<file path="src/bridge_pkg.sv">
// Host bridge shared definitions
`default_nettype none

package bridge_pkg;

	localparam int BYTE_W = 8; // one host byte

	// opcode byte from the host
	typedef enum logic [7:0] {
		CMD_WRITE = 8'hEA, // 4 address bytes then 4 data bytes
		CMD_READ  = 8'h22  // 4 address bytes
	} cmd_op_e;

	// kind of request the parser has accepted
	typedef enum logic [1:0] {
		REQ_WRITE,
		REQ_READ,
		REQ_INVALID
	} req_kind_e;

	// status byte sent back to the host
	typedef enum logic [7:0] {
		RESP_OK      = 8'hAC,
		RESP_TIMEOUT = 8'hEE,
		RESP_INVALID = 8'hE1
	} resp_code_e;

endpackage

`default_nettype wire

</file>
<file path="src/host_cmd_parser.sv">
// Host command parser
`timescale 1ns/1ps
`default_nettype none

module host_cmd_parser #(
	parameter int RX_CREDITS = 2
) (
	input  logic                          clk,
	input  logic                          rstn,
	input  logic                          rx_valid_i,
	input  logic [bridge_pkg::BYTE_W-1:0] rx_byte_i,
	input  logic                          resp_sent_i,
	output logic                          rx_credit_o,
	output logic [31:0]                   bus_addr_o,
	output logic [31:0]                   bus_wdata_o,
	output logic                          bus_write_o,
	output logic                          bus_read_o,
	output logic                          req_start_o,
	output bridge_pkg::req_kind_e         req_kind_o
);

	localparam int PTR_W = (RX_CREDITS > 1) ? $clog2(RX_CREDITS) : 1;
	localparam int CNT_W = $clog2(RX_CREDITS + 1);

	typedef enum logic [1:0] {
		IDLE,      // waiting for an opcode byte
		COLLECT,   // shifting in operand bytes
		ISSUE,     // transfer pulse cycle
		WAIT_RESP  // response still going out
	} state_e;

	state_e state;
	state_e state_nxt;
	bridge_pkg::req_kind_e kind_q;
	bridge_pkg::req_kind_e kind_nxt;

	logic [bridge_pkg::BYTE_W-1:0] buf_mem [RX_CREDITS];
	logic [PTR_W-1:0] wr_ptr;
	logic [PTR_W-1:0] rd_ptr;
	logic [CNT_W-1:0] buf_cnt;
	logic [bridge_pkg::BYTE_W-1:0] head_byte;
	logic pop;

	logic [63:0] asm_q; // operand bytes, msb first
	logic [2:0] opnd_cnt;
	logic [2:0] opnd_last;

	function automatic logic [PTR_W-1:0] ptr_inc(input logic [PTR_W-1:0] p);
		logic [PTR_W-1:0] r;
		if (p == PTR_W'(RX_CREDITS - 1))
			r = '0;
		else
			r = p + 1'b1;
		return r;
	endfunction

	// rx byte buffer, sized by the credits the host holds
	assign head_byte = buf_mem[rd_ptr];
	assign pop = ((state == IDLE) || (state == COLLECT)) && (buf_cnt != '0);
	assign rx_credit_o = pop; // credit goes back as the byte leaves

	always_ff @(posedge clk) begin
		if (rx_valid_i)
			buf_mem[wr_ptr] <= rx_byte_i;
	end

	always_ff @(posedge clk or negedge rstn) begin
		if (!rstn) begin
			wr_ptr <= '0;
			rd_ptr <= '0;
			buf_cnt <= '0;
		end else begin
			if (rx_valid_i)
				wr_ptr <= ptr_inc(wr_ptr);
			if (pop)
				rd_ptr <= ptr_inc(rd_ptr);
			case ({rx_valid_i, pop})
				2'b10:   buf_cnt <= buf_cnt + 1'b1;
				2'b01:   buf_cnt <= buf_cnt - 1'b1;
				default: buf_cnt <= buf_cnt;
			endcase
		end
	end

	// command decode and sequencing
	assign opnd_last = (kind_q == bridge_pkg::REQ_WRITE) ? 3'd7 : 3'd3;

	always_comb begin
		state_nxt = state;
		kind_nxt = kind_q;
		case (state)
			IDLE: begin
				if (pop) begin
					case (bridge_pkg::cmd_op_e'(head_byte))
						bridge_pkg::CMD_WRITE: begin
							kind_nxt = bridge_pkg::REQ_WRITE;
							state_nxt = COLLECT;
						end
						bridge_pkg::CMD_READ: begin
							kind_nxt = bridge_pkg::REQ_READ;
							state_nxt = COLLECT;
						end
						default: begin
							kind_nxt = bridge_pkg::REQ_INVALID; // no operands follow
							state_nxt = ISSUE;
						end
					endcase
				end
			end
			COLLECT: begin
				if (pop && (opnd_cnt == opnd_last))
					state_nxt = ISSUE;
			end
			ISSUE: state_nxt = WAIT_RESP;
			WAIT_RESP: begin
				if (resp_sent_i)
					state_nxt = IDLE;
			end
			default: state_nxt = IDLE;
		endcase
	end

	always_ff @(posedge clk or negedge rstn) begin
		if (!rstn) begin
			state <= IDLE;
			kind_q <= bridge_pkg::REQ_INVALID;
			opnd_cnt <= '0;
		end else begin
			state <= state_nxt;
			kind_q <= kind_nxt;
			if (state == IDLE)
				opnd_cnt <= '0;
			else if ((state == COLLECT) && pop)
				opnd_cnt <= opnd_cnt + 1'b1;
		end
	end

	// shift operand bytes in, first byte ends up on top
	always_ff @(posedge clk) begin
		if ((state == COLLECT) && pop)
			asm_q <= {asm_q[63-bridge_pkg::BYTE_W:0], head_byte};
	end

	assign bus_addr_o = (kind_q == bridge_pkg::REQ_WRITE) ? asm_q[63:32] : asm_q[31:0];
	assign bus_wdata_o = (kind_q == bridge_pkg::REQ_WRITE) ? asm_q[31:0] : 32'h0;

	assign req_start_o = (state == ISSUE);
	assign bus_write_o = (state == ISSUE) && (kind_q == bridge_pkg::REQ_WRITE);
	assign bus_read_o = (state == ISSUE) && (kind_q == bridge_pkg::REQ_READ);
	assign req_kind_o = kind_q;

endmodule

`default_nettype wire

</file>
<file path="src/bus_response_watchdog.sv">
// Bus response watchdog
`timescale 1ns/1ps
`default_nettype none

module bus_response_watchdog #(
	parameter int TIMEOUT_CYCLES = 32
) (
	input  logic        clk,
	input  logic        rstn,
	input  logic        bus_write_i,
	input  logic        bus_read_i,
	input  logic        bus_resp_valid_i,
	input  logic [31:0] bus_rdata_i,
	output logic        xfer_done_o,
	output logic        xfer_timeout_o,
	output logic [31:0] xfer_rdata_o
);

	localparam int CNT_W = $clog2(TIMEOUT_CYCLES + 1);

	logic busy;
	logic [CNT_W-1:0] cnt;
	logic resp_hit;
	logic expired;

	assign resp_hit = busy && bus_resp_valid_i; // late responses fall outside busy
	assign expired = busy && (cnt == CNT_W'(1)) && !bus_resp_valid_i;

	always_ff @(posedge clk or negedge rstn) begin
		if (!rstn) begin
			busy <= 1'b0;
			cnt <= '0;
			xfer_done_o <= 1'b0;
			xfer_timeout_o <= 1'b0;
		end else begin
			xfer_done_o <= resp_hit || expired;
			if (bus_write_i || bus_read_i) begin
				busy <= 1'b1;
				cnt <= CNT_W'(TIMEOUT_CYCLES - 1); // done lands TIMEOUT_CYCLES later
			end else if (resp_hit) begin
				busy <= 1'b0;
				xfer_timeout_o <= 1'b0;
			end else if (expired) begin
				busy <= 1'b0;
				xfer_timeout_o <= 1'b1;
			end else if (busy) begin
				cnt <= cnt - 1'b1;
			end
		end
	end

	always_ff @(posedge clk) begin
		if (resp_hit)
			xfer_rdata_o <= bus_rdata_i;
	end

endmodule

`default_nettype wire

</file>
<file path="src/response_formatter.sv">
// Host response formatter
`timescale 1ns/1ps
`default_nettype none

module response_formatter #(
	parameter int TX_CREDITS = 4
) (
	input  logic                          clk,
	input  logic                          rstn,
	input  logic                          req_start_i,
	input  bridge_pkg::req_kind_e         req_kind_i,
	input  logic                          xfer_done_i,
	input  logic                          xfer_timeout_i,
	input  logic [31:0]                   xfer_rdata_i,
	input  logic                          tx_credit_i,
	output logic                          tx_valid_o,
	output logic [bridge_pkg::BYTE_W-1:0] tx_byte_o,
	output logic                          resp_sent_o
);

	localparam int CRED_W = $clog2(TX_CREDITS + 1);
	localparam int SREG_W = 5 * bridge_pkg::BYTE_W; // status plus 4 data bytes

	bridge_pkg::req_kind_e kind_q;
	logic [CRED_W-1:0] credits;
	logic [2:0] remain;
	logic [SREG_W-1:0] sreg;
	logic send;
	logic load_invalid;

	assign load_invalid = req_start_i && (req_kind_i == bridge_pkg::REQ_INVALID);
	assign send = (remain != 3'd0) && (credits != '0);
	assign tx_valid_o = send;
	assign tx_byte_o = sreg[SREG_W-1 -: bridge_pkg::BYTE_W];

	always_ff @(posedge clk or negedge rstn) begin
		if (!rstn)
			kind_q <= bridge_pkg::REQ_INVALID;
		else if (req_start_i)
			kind_q <= req_kind_i;
	end

	// tx credit counter, a send and a return cancel out
	always_ff @(posedge clk or negedge rstn) begin
		if (!rstn) begin
			credits <= CRED_W'(TX_CREDITS);
		end else begin
			case ({send, tx_credit_i})
				2'b10:   credits <= credits - 1'b1;
				2'b01:   credits <= credits + 1'b1;
				default: credits <= credits;
			endcase
		end
	end

	// remaining byte count and end-of-response pulse
	always_ff @(posedge clk or negedge rstn) begin
		if (!rstn) begin
			remain <= 3'd0;
			resp_sent_o <= 1'b0;
		end else begin
			resp_sent_o <= send && (remain == 3'd1);
			if (load_invalid)
				remain <= 3'd1;
			else if (xfer_done_i) begin
				if (!xfer_timeout_i && (kind_q == bridge_pkg::REQ_READ))
					remain <= 3'd5; // status then read data
				else
					remain <= 3'd1;
			end else if (send)
				remain <= remain - 1'b1;
		end
	end

	// byte shift register, top byte is on the wire
	always_ff @(posedge clk) begin
		if (load_invalid) begin
			sreg <= {bridge_pkg::RESP_INVALID, 32'h0};
		end else if (xfer_done_i) begin
			if (xfer_timeout_i)
				sreg <= {bridge_pkg::RESP_TIMEOUT, 32'h0};
			else
				sreg <= {bridge_pkg::RESP_OK, xfer_rdata_i}; // data unused for writes
		end else if (send) begin
			sreg <= {sreg[SREG_W-bridge_pkg::BYTE_W-1:0], {bridge_pkg::BYTE_W{1'b0}}};
		end
	end

endmodule

`default_nettype wire

</file>
<file path="src/host_bridge_top.sv">
// UART host to register bus bridge
`timescale 1ns/1ps
`default_nettype none

module host_bridge_top #(
	parameter int RX_CREDITS     = 2,
	parameter int TX_CREDITS     = 4,
	parameter int TIMEOUT_CYCLES = 32
) (
	input  logic                          clk,
	input  logic                          rstn,
	input  logic                          rx_valid_i,
	input  logic [bridge_pkg::BYTE_W-1:0] rx_byte_i,
	output logic                          rx_credit_o,
	output logic                          tx_valid_o,
	output logic [bridge_pkg::BYTE_W-1:0] tx_byte_o,
	input  logic                          tx_credit_i,
	output logic [31:0]                   bus_addr_o,
	output logic [31:0]                   bus_wdata_o,
	output logic                          bus_write_o,
	output logic                          bus_read_o,
	input  logic                          bus_resp_valid_i,
	input  logic [31:0]                   bus_rdata_i
);

	logic req_start;
	bridge_pkg::req_kind_e req_kind;
	logic xfer_done;
	logic xfer_timeout;
	logic [31:0] xfer_rdata;
	logic resp_sent;

	host_cmd_parser #(
		.RX_CREDITS (RX_CREDITS)
	) host_cmd_parser_inst (
		.clk         (clk),
		.rstn        (rstn),
		.rx_valid_i  (rx_valid_i),
		.rx_byte_i   (rx_byte_i),
		.resp_sent_i (resp_sent),
		.rx_credit_o (rx_credit_o),
		.bus_addr_o  (bus_addr_o),
		.bus_wdata_o (bus_wdata_o),
		.bus_write_o (bus_write_o),
		.bus_read_o  (bus_read_o),
		.req_start_o (req_start),
		.req_kind_o  (req_kind)
	);

	bus_response_watchdog #(
		.TIMEOUT_CYCLES (TIMEOUT_CYCLES)
	) bus_response_watchdog_inst (
		.clk              (clk),
		.rstn             (rstn),
		.bus_write_i      (bus_write_o),
		.bus_read_i       (bus_read_o),
		.bus_resp_valid_i (bus_resp_valid_i),
		.bus_rdata_i      (bus_rdata_i),
		.xfer_done_o      (xfer_done),
		.xfer_timeout_o   (xfer_timeout),
		.xfer_rdata_o     (xfer_rdata)
	);

	response_formatter #(
		.TX_CREDITS (TX_CREDITS)
	) response_formatter_inst (
		.clk            (clk),
		.rstn           (rstn),
		.req_start_i    (req_start),
		.req_kind_i     (req_kind),
		.xfer_done_i    (xfer_done),
		.xfer_timeout_i (xfer_timeout),
		.xfer_rdata_i   (xfer_rdata),
		.tx_credit_i    (tx_credit_i),
		.tx_valid_o     (tx_valid_o),
		.tx_byte_o      (tx_byte_o),
		.resp_sent_o    (resp_sent)
	);

endmodule

`default_nettype wire

</file>
<file path="config.mk">
export PLATFORM = sky130hd
export DESIGN_NAME = host_bridge_top
export DESIGN_NICKNAME = d
export VERILOG_FILES = /design/src/bridge_pkg.sv /design/src/host_cmd_parser.sv /design/src/bus_response_watchdog.sv /design/src/response_formatter.sv /design/src/host_bridge_top.sv
export SDC_FILE = /design/constraint.sdc
export NUM_CORES = 1
export LEC_CHECK = 0
export BUFFER_PORTS_ARGS = -buffer_cell sky130_fd_sc_hd__buf_2
export CORE_ASPECT_RATIO = 0.9
export CORE_UTILIZATION = 56
export CTS_CLUSTER_DIAMETER = 200
export DETAILED_ROUTE_END_ITERATION = 8
export GPL_TIMING_DRIVEN = 0
export PLACE_DENSITY = 0.79
export SYNTH_ARGS = -nofsm -noshare
export SYNTH_HDL_FRONTEND = slang
export SYNTH_SLANG_ARGS = --single-unit
</file>
<file path="constraint.sdc">
create_clock -name clk -period 3.7 [get_ports clk]
set_input_delay 0.555 -clock clk [delete_from_list [all_inputs] [get_ports clk]]
set_output_delay 0.555 -clock clk [all_outputs]
set_load 0.005 [all_outputs]
</file>
# Yosys cells after proc, flatten, opt, wreduce, memory -nomap -nowiden
# Memories as Yosys holds them, arrays and structs flattened.
# Index checks and enable logic that the tools add are counted.
# word_totals
ff_bits	165
latchBits	0
ram_bits	16
romBits	0
inputBits	45
output_inout_bits	76
word_cells	116
mem_count	1
# op_classes
n_addsub	9
n_mul	0
n_div	0
order_cmp	0
eq_ne	20
n_shift	0
muxes	33
bitwise	1
reduce_logical	35
# mem_list
name	depth	word_bits	read_ports	rd_clocked_by_memory_dff	wr	line	rtl
host_cmd_parser_inst.buf_mem	2	8	1	0	1	host_cmd_parser.sv:37	logic [bridge_pkg::BYTE_W-1:0] buf_mem [RX_CREDITS];
# op_table
cell	count
$mux 40	2
$mux 32	2
$mux 39	1
$mux 6	4
$mux 3	7
$reduce_bool 2->1	7
$logic_and 1x1->1	12
$reduce_bool 3->1	4
$eq 2x1->1 const B	5
$eq 2x2->1 const B	5
$mux 1	9
$eq 8x6->1 const B	1
$eq 8x8->1 const B	1
$mux 2	4
$pmux 2 s2	2
$pmux 2 s4	1
$add 3x1->3 const B	2
$eq 6x1->1 const B	1
$ne 2x2->1 const B	3
$pmux 3 s2	1
$reduce_and 3->1	2
$sub 3x1->3 const B	2
$sub 6x1->6 const B	1
$logic_not 2->1	2
other kinds (11)	17

# Logic depth before layout (Yosys ltp)
# Gate-level depths: netlist of run 1.
# logic_depth
ltp_word	6
ltp_mapped	11
mapped_depth_nobuf	10

# Modules after synthesis
# Synthesis of run 1 repeated with hierarchy kept, for this count alone.
# hier_totals
cells_unflattened	562
hier_area_um2	7596.0
# by_module_without_submodules
mod	n_inst	cells_each	area_per_inst_um2	seq_area_each_um2
host_cmd_parser	1	239	3866.2	2678.8
response_formatter	1	243	2284.7	1028.5
bus_response_watchdog	1	80	1445.1	1186.1

# Least setup slack after synthesis of run 1
# No wires, ideal clock.
# synth_path
path_kind	reg-to-reg
from	register host_cmd_parser_inst.state[1]
to	register host_cmd_parser_inst.opnd_cnt[2]
setup_ns	0.072
t_arrival_ns	2.665
required_time_ns	3.628
setup_slack_ns	0.964
path_stages_with_launch	7
n_path_buf	0
period_less_slack_ns	2.736
cell_sequence	dfrtp_1 > inv_1 > ha_1 > o21a_1 > nand2_1 > xor2_1 > nor2_1
# synth_between
elab_chain_cells	5
word_cells_on_any_way	7
classes_between	eq/ne: 1; mux: 1; reduce/logical: 5
# synth_rtl
item	line	rtl
start: declaration	host_cmd_parser.sv:32	state_e state;
start signal: assignment	host_cmd_parser.sv:129	state <= state_nxt;
$eq 2x1->1 or $logic_not 2->1 (tied branches)	host_cmd_parser.sv:59, host_cmd_parser.sv:133, host_cmd_parser.sv:131	
$logic_or 1x1->1	host_cmd_parser.sv:59	assign pop = ((state == IDLE) || (state == COLLECT)) && (buf_cnt != '0);
$logic_and 1x1->1	host_cmd_parser.sv:59	
$logic_and 1x1->1	host_cmd_parser.sv:133	else if ((state == COLLECT) && pop)
$reduce_bool 2->1 (no line)	--	
end signal: assignment	host_cmd_parser.sv:134	opnd_cnt <= opnd_cnt + 1'b1;
end: declaration	host_cmd_parser.sv:45	logic [2:0] opnd_cnt;
# Several ways; a longest one is shown, not always the timed one.
# A chain may end at the register's enable or synchronous reset.

# Final worst setup path of run 1
# layout_path
from	register host_cmd_parser_inst.kind_q[0] (netlist: host_cmd_parser_inst.req_kind_o[0])
to	output bus_addr_o[23]
# layout_between
elab_chain_cells	2
# layout_rtl
item	line	rtl
start: declaration	host_cmd_parser.sv:34	bridge_pkg::req_kind_e kind_q;
start signal: assignment	host_cmd_parser.sv:126	kind_q <= bridge_pkg::REQ_INVALID;
start signal: assignment	host_cmd_parser.sv:130	kind_q <= kind_nxt;
$logic_not 2->1	host_cmd_parser.sv:144	assign bus_addr_o = (kind_q == bridge_pkg::REQ_WRITE) ? asm_q[63:32] : asm_q[31:0];
$mux 32	host_cmd_parser.sv:144	
end: declaration	host_bridge_top.sv:18	output logic [31:0] bus_addr_o,
# No other way between the ends.

==> impl_metrics.tcl, run 1 <==
set metrics [dict create \
    status "complete, no violations" \
    crit_top_cell "buf_2" \
    first_pass_iters 5 \
    rsz0062_at_grt "false" \
    ys_ff_latch 181 \
    cp_slowest_cell "dfrtp_1" \
    yosys_warnings 0 \
    antenna_found_initial 0 \
    syn_inst 525 \
    cts_hold_buf 0 \
    drc 0 \
    finClkSkew_ps 11.8 \
    p_leak_nw 3.47 \
    timing.fmax_mhz 357 \
    p_per_area_nw_per_um2 857 \
    ff2ff_setup_slack_ps 1330 \
    clock_latency_ps 440 \
    setup_viol 0 \
    diodes 0 \
    hold_viol_final 0 \
    drive_above_1_share_pct 34.4 \
    r2r_cells 9 \
    ant_nets 0 \
    yosysMostFrequentCell "edfxtp_1" \
    synth_cell_types 56 \
    synth.top_cell.area_share_pct 45.8 \
    cts_tree "done" \
    synth_seq_area_share_pct 66.6 \
    worstSetupPathType "flip-flop to primary output" \
    final_util_pct 68.5 \
    area_growth_pct 18.8 \
    yosysTopAreaCell "edfxtp_1" \
    worstHoldPathType "primary input to async pin" \
    num_vias 4711 \
    dieArea_sq_um 13600 \
    drt-total-wl_mm 14.5 \
    synth_area_per_cell_sq_um 14.0 \
    grt_use_total_pct 22.9 \
    cts_inserted_buffers 17 \
    synth_enable_flop_cells 112 \
    max_cap_violations 0 \
    core.rowCount 39 \
    min_period_over_period_pct 75.8 \
    grt_pass1_vias 4684 \
    grt_pass1_wl_mm 23.3 \
    cp.arrival_ps 2250 \
    critPathLaunchType "flip-flop" \
    wl_per_cell_microns 17.2 \
    worst_r2r_endpoint "response_formatter_inst.credits[1]" \
    syn_nets 583 \
    synthTopCellsByCount "edfxtp_1 (112), mux2_2 (42), dfxtp_1 (40), nor2_1 (39), and2_1 (37)" \
    cts_setup_buffers 0 \
    fp.dieW_microns 123 \
    place_inst 809 \
    start_util_pct 57.7 \
    htreeDepth 4 \
    r2r-start "response_formatter_inst.remain[0]" \
    ios 121 \
    slowest_delay_ps 470 \
    drt_iter0_drc 384 \
    p_total_mw 7.47 \
    synth_area_sq_um 7340 \
    gp_congestion 0.826 \
    setup-tns-final_ps 0 \
    tightest_slew_ps 961 \
    design_area_sq_um 8720 \
    io_buffer_count 120 \
    nNetsFinal 722 \
    layout.cells.non_filler 841 \
    clockBufferDepth 2 \
    vias_per_cell 5.60 \
    ys_async_sr_fraction_pct 16.0 \
    grt_overflow_total 0 \
    grt_max_degree 68 \
    yosys-top-cells-area "edfxtp_1 (46%), dfxtp_1 (11%), dfrtp_1 (8.9%)" \
    postPlaceCellArea_sq_um 8160 \
    endpoint_kind "primary output" \
    path_cells "nor2_1, buf_2, buf_2, mux2_2, buf_2" \
    cts_root_buf "clkbuf_16" \
    worstPathMaxFanout 10 \
    ys.flop_type "edfxtp_1" \
    relSlewSlack_pct 35.5 \
    irDropWorstVdd_v 0.000403 \
    place_hpwl_mm 10.1 \
    drv_slew 0 \
    critPathTopFamily "buffers and inverters" \
    period_minus_slack_ps 2800 \
    cts_sinks 181 \
    core_area_sq_um 12700 \
    path_clk_slew_ps 70 \
    cp_num_buf_inv 3 \
    die_h_microns 111 \
    cts_resized 0 \
    crit_required_ps 3140 \
]
==> cells by family (layout without fill, tap and decap cells) <==
| group | after synthesis | after routing | synth area share, % |
|---|---|---|---|
| XOR/XNOR | 15 | 15 | 1.79 |
| adder cells (fa/ha/maj) | 13 | 13 | 2.32 |
| AO/OA/AOI/OAI | 91 | 91 | 9.34 |
| AND/OR/NAND/NOR | 128 | 128 | 9.34 |
| buffers and inverters | 51 | 203 | 3.59 |
| multiplexers | 46 | 46 | 7.00 |
| flip-flops | 181 | 181 | 66.6 |
==> stage by stage <==
step / hold slack (ps) / setup slack, ps
3_3_place_gp: 423 / 454
2_1_floorplan: 259 / 964
3_5_place_dp: 429 / 1340
6_report: 143 / 896
5_1_grt: 184 / 792
4_1_cts: 153 / 874
==> registers in the layout, summed over array words and instances, names as in the netlist, 2 cells and up <==
name                                     count
host_cmd_parser_inst.state                   2
response_formatter_inst.sreg                40
response_formatter_inst.remain               3
bus_response_watchdog_inst.cnt               6
host_cmd_parser_inst.opnd_cnt                3
response_formatter_inst.credits              3
host_cmd_parser_inst.buf_cnt                 2
response_formatter_inst.kind_q               2
host_cmd_parser_inst.asm_q                  64
bus_response_watchdog_inst.xfer_rdata_o     32
host_cmd_parser_inst.buf_mem                16
host_cmd_parser_inst.req_kind_o              2
==> placed cells by master (no fill, tap or decap), drive strengths merged, types with 2 or more instances in the layout <==
master / netlist / routed
nor4b: 2 / 2
edfxtp: 112 / 112
dfstp: 3 / 3
a22o: 8 / 8
mux2: 43 / 43
nand3: 3 / 3
clkinv: 0 / 5
inv: 17 / 27
o41ai: 2 / 2
nand2: 20 / 20
nand2b: 2 / 2
a21oi: 4 / 4
xor2: 7 / 7
nor3: 8 / 8
nor2: 41 / 41
o21ai: 9 / 9
nor3b: 3 / 3
ha: 12 / 12
a211oi: 26 / 26
clkbuf: 9 / 26
xnor2: 8 / 8
mux2i: 3 / 3
o22ai: 3 / 3
and2: 37 / 37
or3: 2 / 2
o211ai: 3 / 3
a22oi: 24 / 24
buf: 25 / 145
and3: 4 / 4
a31oi: 5 / 5
dfrtp: 26 / 26
dfxtp: 40 / 40
==> how the worst max path moves through the flow <==
stage | startpoint | to | slack, ps | depth (start not counted)
6_report | host_cmd_parser_inst.req_kind_o[0] | bus_addr_o[23] | 900 | 5
5_1_grt | host_cmd_parser_inst.req_kind_o[0] | bus_addr_o[23] | 790 | 5
4_1_cts | host_cmd_parser_inst.req_kind_o[0] | bus_addr_o[23] | 870 | 5
3_5_place_dp | response_formatter_inst.remain[0] | response_formatter_inst.credits[1] | 1340 | 9
3_3_place_gp | host_cmd_parser_inst.state[1] | host_cmd_parser_inst.opnd_cnt[2] | 450 | 6
2_1_floorplan | host_cmd_parser_inst.state[1] | host_cmd_parser_inst.opnd_cnt[2] | 960 | 6
==> final cells by class <==
type	count	area (sq um)
plain buffers	34	200
clock buffers	17	425
clock inverters	15	138
fillers	893	4010
inverters	17	63.8
multi-input cells	293	2200
flip-flops and latches	181	4890
well taps	164	205
repair buffers	120	601
==> report_power, final <==
part           switching [mW]  leakage [nW]  total, mW  internal [mW]
clock                   0.827         0.281       1.72          0.893
sequential              0.325          1.71       3.11           2.79
combinational            1.45          1.49       2.64           1.19
total                    2.60          3.47       7.47           4.87
==> routing by layer <==
metal	vias to the layer above	GRT usage [%]	share of wire, %
met4	0	9.11	1.8
met5	-	0	0
li1	2220	-	-
met1	2316	30.5	44
met2	153	36.7	49
met3	22	4.91	5.1
No activity file was read; power rests on OpenSTA's default activity.
==> inputs of run 2 (changes only) <==
==> constraint.sdc (replaced) <==
create_clock -name clk -period 2.6 [get_ports clk]
set_input_delay 0.39 -clock clk [delete_from_list [all_inputs] [get_ports clk]]
set_output_delay 0.39 -clock clk [all_outputs]
set_load 0.005 [all_outputs]
==> run 2 against run 1 <==
Net effect:
- flip-flop and latch count unchanged
- die area unchanged
- setup slack got worse by 780 ps
==> impl_metrics.tcl, run 2 (synthesis results as in run 1) <==
set metrics [dict create \
    setup_viol 0 \
    drive_above_1_share_pct 34.6 \
    num_vias 4658 \
    ios 121 \
    largestRegisters "host_cmd_parser_inst.asm_q (64), response_formatter_inst.sreg (40), bus_response_watchdog_inst.xfer_rdata_o (32)" \
    place_hpwl_mm 10.1 \
    io_buffer_count 120 \
    die_h_microns 111 \
    postPlaceCellArea_sq_um 8160 \
    grt_overflow_total 0 \
    drv_slew 0 \
    largest_reg_flops 64 \
    area_growth_pct 19.6 \
    path_clk_slew_ps 60 \
    grt_pass1_vias 4605 \
    design_area_sq_um 8780 \
    cts_sinks 181 \
    cts_tree "done" \
    worst_r2r_endpoint "response_formatter_inst.credits[1]" \
    worstSetupPathType "flip-flop to primary output" \
    drt-total-wl_mm 14.8 \
    grt_max_degree 68 \
    max_cap_violations 0 \
    cts_root_buf "clkbuf_16" \
    drt_iter0_drc 370 \
    place_inst 809 \
    critPathLaunchType "flip-flop" \
    setup-tns-final_ps 0 \
    fp.dieW_microns 123 \
    crit_required_ps 2210 \
    vias_per_cell 5.54 \
    wl_per_cell_microns 17.6 \
    final_cell_mix "buf_2 (130), edfxtp_1 (112), mux2_2 (42)" \
    worstPathMaxFanout 10 \
    p_total_mw 10.8 \
    r2r_cells 9 \
    cts_hold_buf 0 \
    dieArea_sq_um 13600 \
    endpoint_kind "primary output" \
    core_area_sq_um 12700 \
    period_minus_slack_ps 2480 \
    r2r-start "response_formatter_inst.remain[0]" \
    finClkSkew_ps 15.9 \
    p_per_area_nw_per_um2 1230 \
    gp_congestion 0.838 \
    p_leak_nw 3.50 \
    antenna_found_initial 0 \
    min_period_over_period_pct 95.4 \
    grt_pass1_wl_mm 23.3 \
    core.rowCount 39 \
    relSlewSlack_pct 34.3 \
    mostFrequentLayoutCell "buf_2" \
    grt_use_total_pct 22.8 \
    layout.cells.non_filler 841 \
    tightest_slew_ps 978 \
    cts_inserted_buffers 17 \
    status "complete, no violations" \
    nNetsFinal 722 \
    start_util_pct 57.7 \
    hold_viol_final 0 \
    diodes 0 \
    drc 0 \
    timing.fmax_mhz 403 \
    cp.arrival_ps 2090 \
    ant_nets 0 \
    ff2ff_setup_slack_ps 230 \
    worstHoldPathType "primary input to async pin" \
    irDropWorstVdd_v 0.000641 \
    clockBufferDepth 2 \
    rsz0062_at_grt "false" \
    regMostFlops "host_cmd_parser_inst.asm_q" \
    first_pass_iters 5 \
    htreeDepth 4 \
    cts_setup_buffers 0 \
    clock_latency_ps 430 \
]
-- run 2: cell types whose count changed in the layout (fill, tap and decap cells not counted), moves of 3 or more --
cell | previous run | this run
clkbuf_16 | 17 | 20
inv_4 | 0 | 3
buf_2 | 133 | 130
clkinv_4 | 4 | 0
inv_6 | 6 | 3
inv_8 | 4 | 1
-- run 2: layout make-up --
type | count | area, sq um
repair buffers | 120 | 601
clock inverters | 11 | 106
fillers | 895 | 3960
well taps | 164 | 205
plain buffers | 34 | 209
inverters | 17 | 63.8
multi-input cells | 293 | 2200
flip-flops and latches | 181 | 4890
clock buffers | 21 | 504
-- run 2: critical path, cell delays in order, from the launching register on --
cell,delay [ps]
dfrtp_1,500
nor2_2,180
clkbuf_4,240
clkbuf_1,400
and2_1,220
buf_2,120
-- run 2: worst max-delay path by stage --
stage / from / endpoint / slack (ps) / depth (start not counted)
2_1_floorplan: response_formatter_inst.remain[0] / response_formatter_inst.credits[1] / 390 / 9
3_3_place_gp: host_cmd_parser_inst.state[1] / host_cmd_parser_inst.opnd_cnt[2] / 270 / 6
3_5_place_dp: response_formatter_inst.remain[0] / response_formatter_inst.credits[1] / 280 / 9
4_1_cts: host_cmd_parser_inst.req_kind_o[0] / bus_wdata_o[17] / 8 / 5
5_1_grt: response_formatter_inst.remain[0] / tx_valid_o / 40 / 8
6_report: host_cmd_parser_inst.req_kind_o[0] / bus_wdata_o[26] / 120 / 5
-- run 2: through the flow --
| stage | util, % | setup WS (ps) | hold slack [ps] |
|---|---|---|---|
| detailed placement | 64.1 | 283 | 428 |
| global placement | 64.0 | 275 | 422 |
| floorplan | - | 393 | 94.4 |
| global route | 68.9 | 38.9 | 37.0 |
| CTS | 68.9 | 7.53 | 17.8 |
| finish | 68.9 | 119 | 3.27 |
-- run 2: timing repair --
item / in CTS / in global routing
endpoints found under the hold margin: 0 / 0
setup endpoints to repair: 17 / 38
gates resized for setup: 2 / 4
pin swaps: 0 / 0
-- run 2: report_power, final --
group	internal, mW	total (mW)	switching (mW)	leakage, nW
registers	3.97	4.43	0.465	1.71
clock network	1.51	2.61	1.11	0.299
logic	1.72	3.77	2.06	1.49
-- run 2: metal layers --
layer  vias to the layer above  wire length, microns  global-route usage (%)  share of wire, %
met5                         -                     0                       0                 0
met4                         0                   346                    9.51               2.3
met3                        28                   718                    5.27               4.8
met2                       147                  6950                    34.6                47
met1                      2269                  6820                    31.5                46
li1                       2214                     -                       -                 -
==> inputs of run 3 (changes only) <==
--- a/config.mk
+++ b/config.mk
@@ -5,6 +5,7 @@
 export SDC_FILE = /design/constraint.sdc
 export NUM_CORES = 1
 export LEC_CHECK = 0
+export ABC_AREA = 1
 export BUFFER_PORTS_ARGS = -buffer_cell sky130_fd_sc_hd__buf_2
 export CORE_ASPECT_RATIO = 0.9
 export CORE_UTILIZATION = 56
@@ -12,6 +13,7 @@
 export DETAILED_ROUTE_END_ITERATION = 8
 export GPL_TIMING_DRIVEN = 0
 export PLACE_DENSITY = 0.79
+export SETUP_SLACK_MARGIN = 0.2
 export SYNTH_ARGS = -nofsm -noshare
 export SYNTH_HDL_FRONTEND = slang
 export SYNTH_SLANG_ARGS = --single-unit
==> constraint.sdc (replaced) <==
create_clock -name clk -period 2.6 [get_ports clk]
set_input_delay 0.39 -clock clk [delete_from_list [all_inputs] [get_ports clk]]
set_output_delay 0.39 -clock clk [all_outputs]
set_load 0.1 [all_outputs]
==> run 3 against run 2 <==
Net effect:
- critical endpoint is now bus_addr_o[5]
- total power up 10%
- clock power fell by 5%
- clock-buffer cell count is 1 lower
- critical path depth unchanged
- cell area rose by 4.9%
- wire length up 9.9%
- critical path type unchanged
- synthesized cell count is 36% higher
- combinational power up 38%
- via count rose by 18%
- worst hold slack improved by 120 ps
==> impl_metrics.tcl, run 3 <==
set metrics [dict create \
    max_cap_violations 0 \
    num_vias 5517 \
    diodes 0 \
    crit_required_ps 2210 \
    ys_ff_latch 181 \
    layout.cells.non_filler 1034 \
    hold_viol_final 0 \
    timing.fmax_mhz 421 \
    fillers 863 \
    largestRegisters "host_cmd_parser_inst.asm_q (64), response_formatter_inst.sreg (40), bus_response_watchdog_inst.xfer_rdata_o (32)" \
    start_util_pct 57.9 \
    final_util_pct 72.0 \
    drt_iter0_drc 601 \
    cts_sinks 181 \
    syn_nets 770 \
    clock_latency_ps 440 \
    die_h_microns 111 \
    clockBufferDepth 2 \
    ant_nets 0 \
    place_ws_ps -143 \
    drive_above_1_share_pct 29.1 \
    synth_seq_area_share_pct 66.1 \
    drt-total-wl_mm 16.3 \
    path_clk_slew_ps 70 \
    fp.dieW_microns 123 \
    gp_congestion 0.894 \
    place_hpwl_mm 11.0 \
    status "complete, no violations" \
    yosysTopAreaCell "edfxtp_1" \
    endpoint_kind "primary output" \
    critPathLaunchType "flip-flop" \
    antenna_found_initial 0 \
    rsz0062_at_grt "true" \
    ys.flop_type "edfxtp_1" \
    cts_inserted_buffers 17 \
    regMostFlops "host_cmd_parser_inst.asm_q" \
    grt_overflow_total 0 \
    synth.top_cell.area_share_pct 45.5 \
    p_per_area_nw_per_um2 1300 \
    grt_use_total_pct 24.3 \
    cts_tree "done" \
    synthTopCellsByCount "nand2_1 (165), edfxtp_1 (112), inv_1 (80), o21ai_0 (62), nor2_1 (59)" \
    first_pass_iters 4 \
    place_inst 996 \
    ios 121 \
    yosys-top-cells-area "edfxtp_1 (45%), dfxtp_1 (11%), dfrtp_1 (8.8%)" \
    postPlaceCellArea_sq_um 8280 \
    core_area_sq_um 12800 \
    yosysMostFrequentCell "nand2_1" \
    area_growth_pct 24.5 \
    synth_area_per_cell_sq_um 10.4 \
    design_area_sq_um 9210 \
    grt_pass1_wl_mm 24.8 \
    dieArea_sq_um 13700 \
    min_period_over_period_pct 91.4 \
    worstPathMaxFanout 10 \
    cts_root_buf "clkbuf_16" \
    worstHoldPathType "primary input to flip-flop" \
    p_total_mw 11.9 \
    drv_slew 0 \
    vias_per_cell 5.34 \
    htreeDepth 4 \
    relSlewSlack_pct 17.1 \
    setup_viol 0 \
    core.rowCount 39 \
    period_minus_slack_ps 2380 \
    yosys_warnings 0 \
    largest_reg_flops 64 \
    drc 0 \
    postLayoutSetupSlackWorst_ps 223 \
    nNetsFinal 915 \
    syn_inst 712 \
    irDropWorstVdd_v 0.000934 \
    final_cell_mix "nand2_1 (165), edfxtp_1 (112), buf_2 (94)" \
    synth_enable_flop_cells 112 \
    io_buffer_count 120 \
    tightest_slew_ps 1240 \
    cp.arrival_ps 1990 \
    p_leak_nw 3.88 \
    grt_max_degree 34 \
    synth_area_sq_um 7400 \
    mostFrequentLayoutCell "nand2_1" \
    finClkSkew_ps 8.17 \
    grt_pass1_vias 5246 \
    worstSetupPathType "flip-flop to primary output" \
    wl_per_cell_microns 15.8 \
    ys_async_sr_fraction_pct 16.0 \
    synth_cell_types 33 \
]
run 3: cell types whose count changed after synthesis, sizes merged, moves of 6 or more:
| cell | delta |
|---|---|
| nor3 | -6 |
| a211oi | -26 |
| a21oi | +28 |
| nand3 | +20 |
| mux2 | -43 |
| nand2 | +150 |
| inv | +72 |
| a22oi | -23 |
| and2 | -37 |
| o21ai | +66 |
| nor2 | +20 |
run 3: power breakdown:
group	internal [mW]	leakage, nW	switching [mW]
Sequential	3.89	1.70	0.367
Clock	1.37	0.289	1.10
Combinational	1.28	1.89	3.93
Total	6.54	3.88	5.40
run 3: what timing repair did:
action / in CTS / in global routing
resized for setup: 65 / 44
hold buffers: 1 / 0
buffers inserted: 0 / 3
gates cloned: 1 / 1
hold endpoints to repair: 26 / 0
setup endpoints to repair: 130 / 38
run 3: critical path, stage by stage, from the launching register on:
cell and delay [ps]:
dfstp_2 600, nor2_1 80, clkbuf_4 200, buf_4 210, o21ai_1 210, buf_6 260
run 3: per-layer routing:
layer	wire length [microns]	part of all wire, %	vias to the layer above	track usage, %
met3	1060	6.5	29	6.17
met1	6840	42	2651	31.6
met2	8070	50	195	38.8
li1	-	-	2642	-
met4	326	2.0	0	9.48
met5	0	0	-	0
run 3: logic make-up after synthesis:
group                      share of synthesized area, %
DFF                                                66.1
buffers and inverters                              7.00
adders and majority gates                          2.30
and+or+nand+nor                                    14.0
xor gates and xnor gates                          0.829
AOI/OAI and AO/OA                                  9.71
run 3: final timing paths:
| check | cells past startpoint | slack (ps) | endpoint | from |
|---|---|---|---|---|
| setup / recovery | 5 | 220 | bus_addr_o[5] | host_cmd_parser_inst.req_kind_o[1] |
| hold / removal | 1 | 120 | bus_response_watchdog_inst.xfer_rdata_o[24] | bus_rdata_i[24] |
| setup reg to reg | 4 | 300 | host_cmd_parser_inst.asm_q[38] | host_cmd_parser_inst.buf_cnt[0] |
| hold reg to reg | 0 | 450 | host_cmd_parser_inst.asm_q[62] | host_cmd_parser_inst.asm_q[54] |
| max in group asynchronous | 2 | 1670 | host_cmd_parser_inst.req_kind_o[0] | rstn |
| min in group asynchronous | 2 | 500 | bus_response_watchdog_inst.cnt[1] | rstn |
run 3: layout make-up:
cell class                      count  area [sq um]  share of cell area (%)
Buffer                             33           216                    2.35
Clock buffer                       20           489                    5.31
Sequential cell                   181          4890                    53.1
Timing Repair Buffer              124           847                    9.20
Clock inverter                     12          88.8                   0.965
Multi-Input combinational cell    408          2110                    22.9
Inverter                           90           345                    3.75
Timing Repair inverter              2          12.5                   0.136
Tap cell                          164           205                    2.23
run 3: stage by stage:
stage | TNS (ps) | hold WS [ps]
detailed placement | -6430 | 433
global placement | 0 | 428
global route | 0 | 114
CTS | 0 | 114
finish | 0 | 124
floorplan | -4110 | 94.4
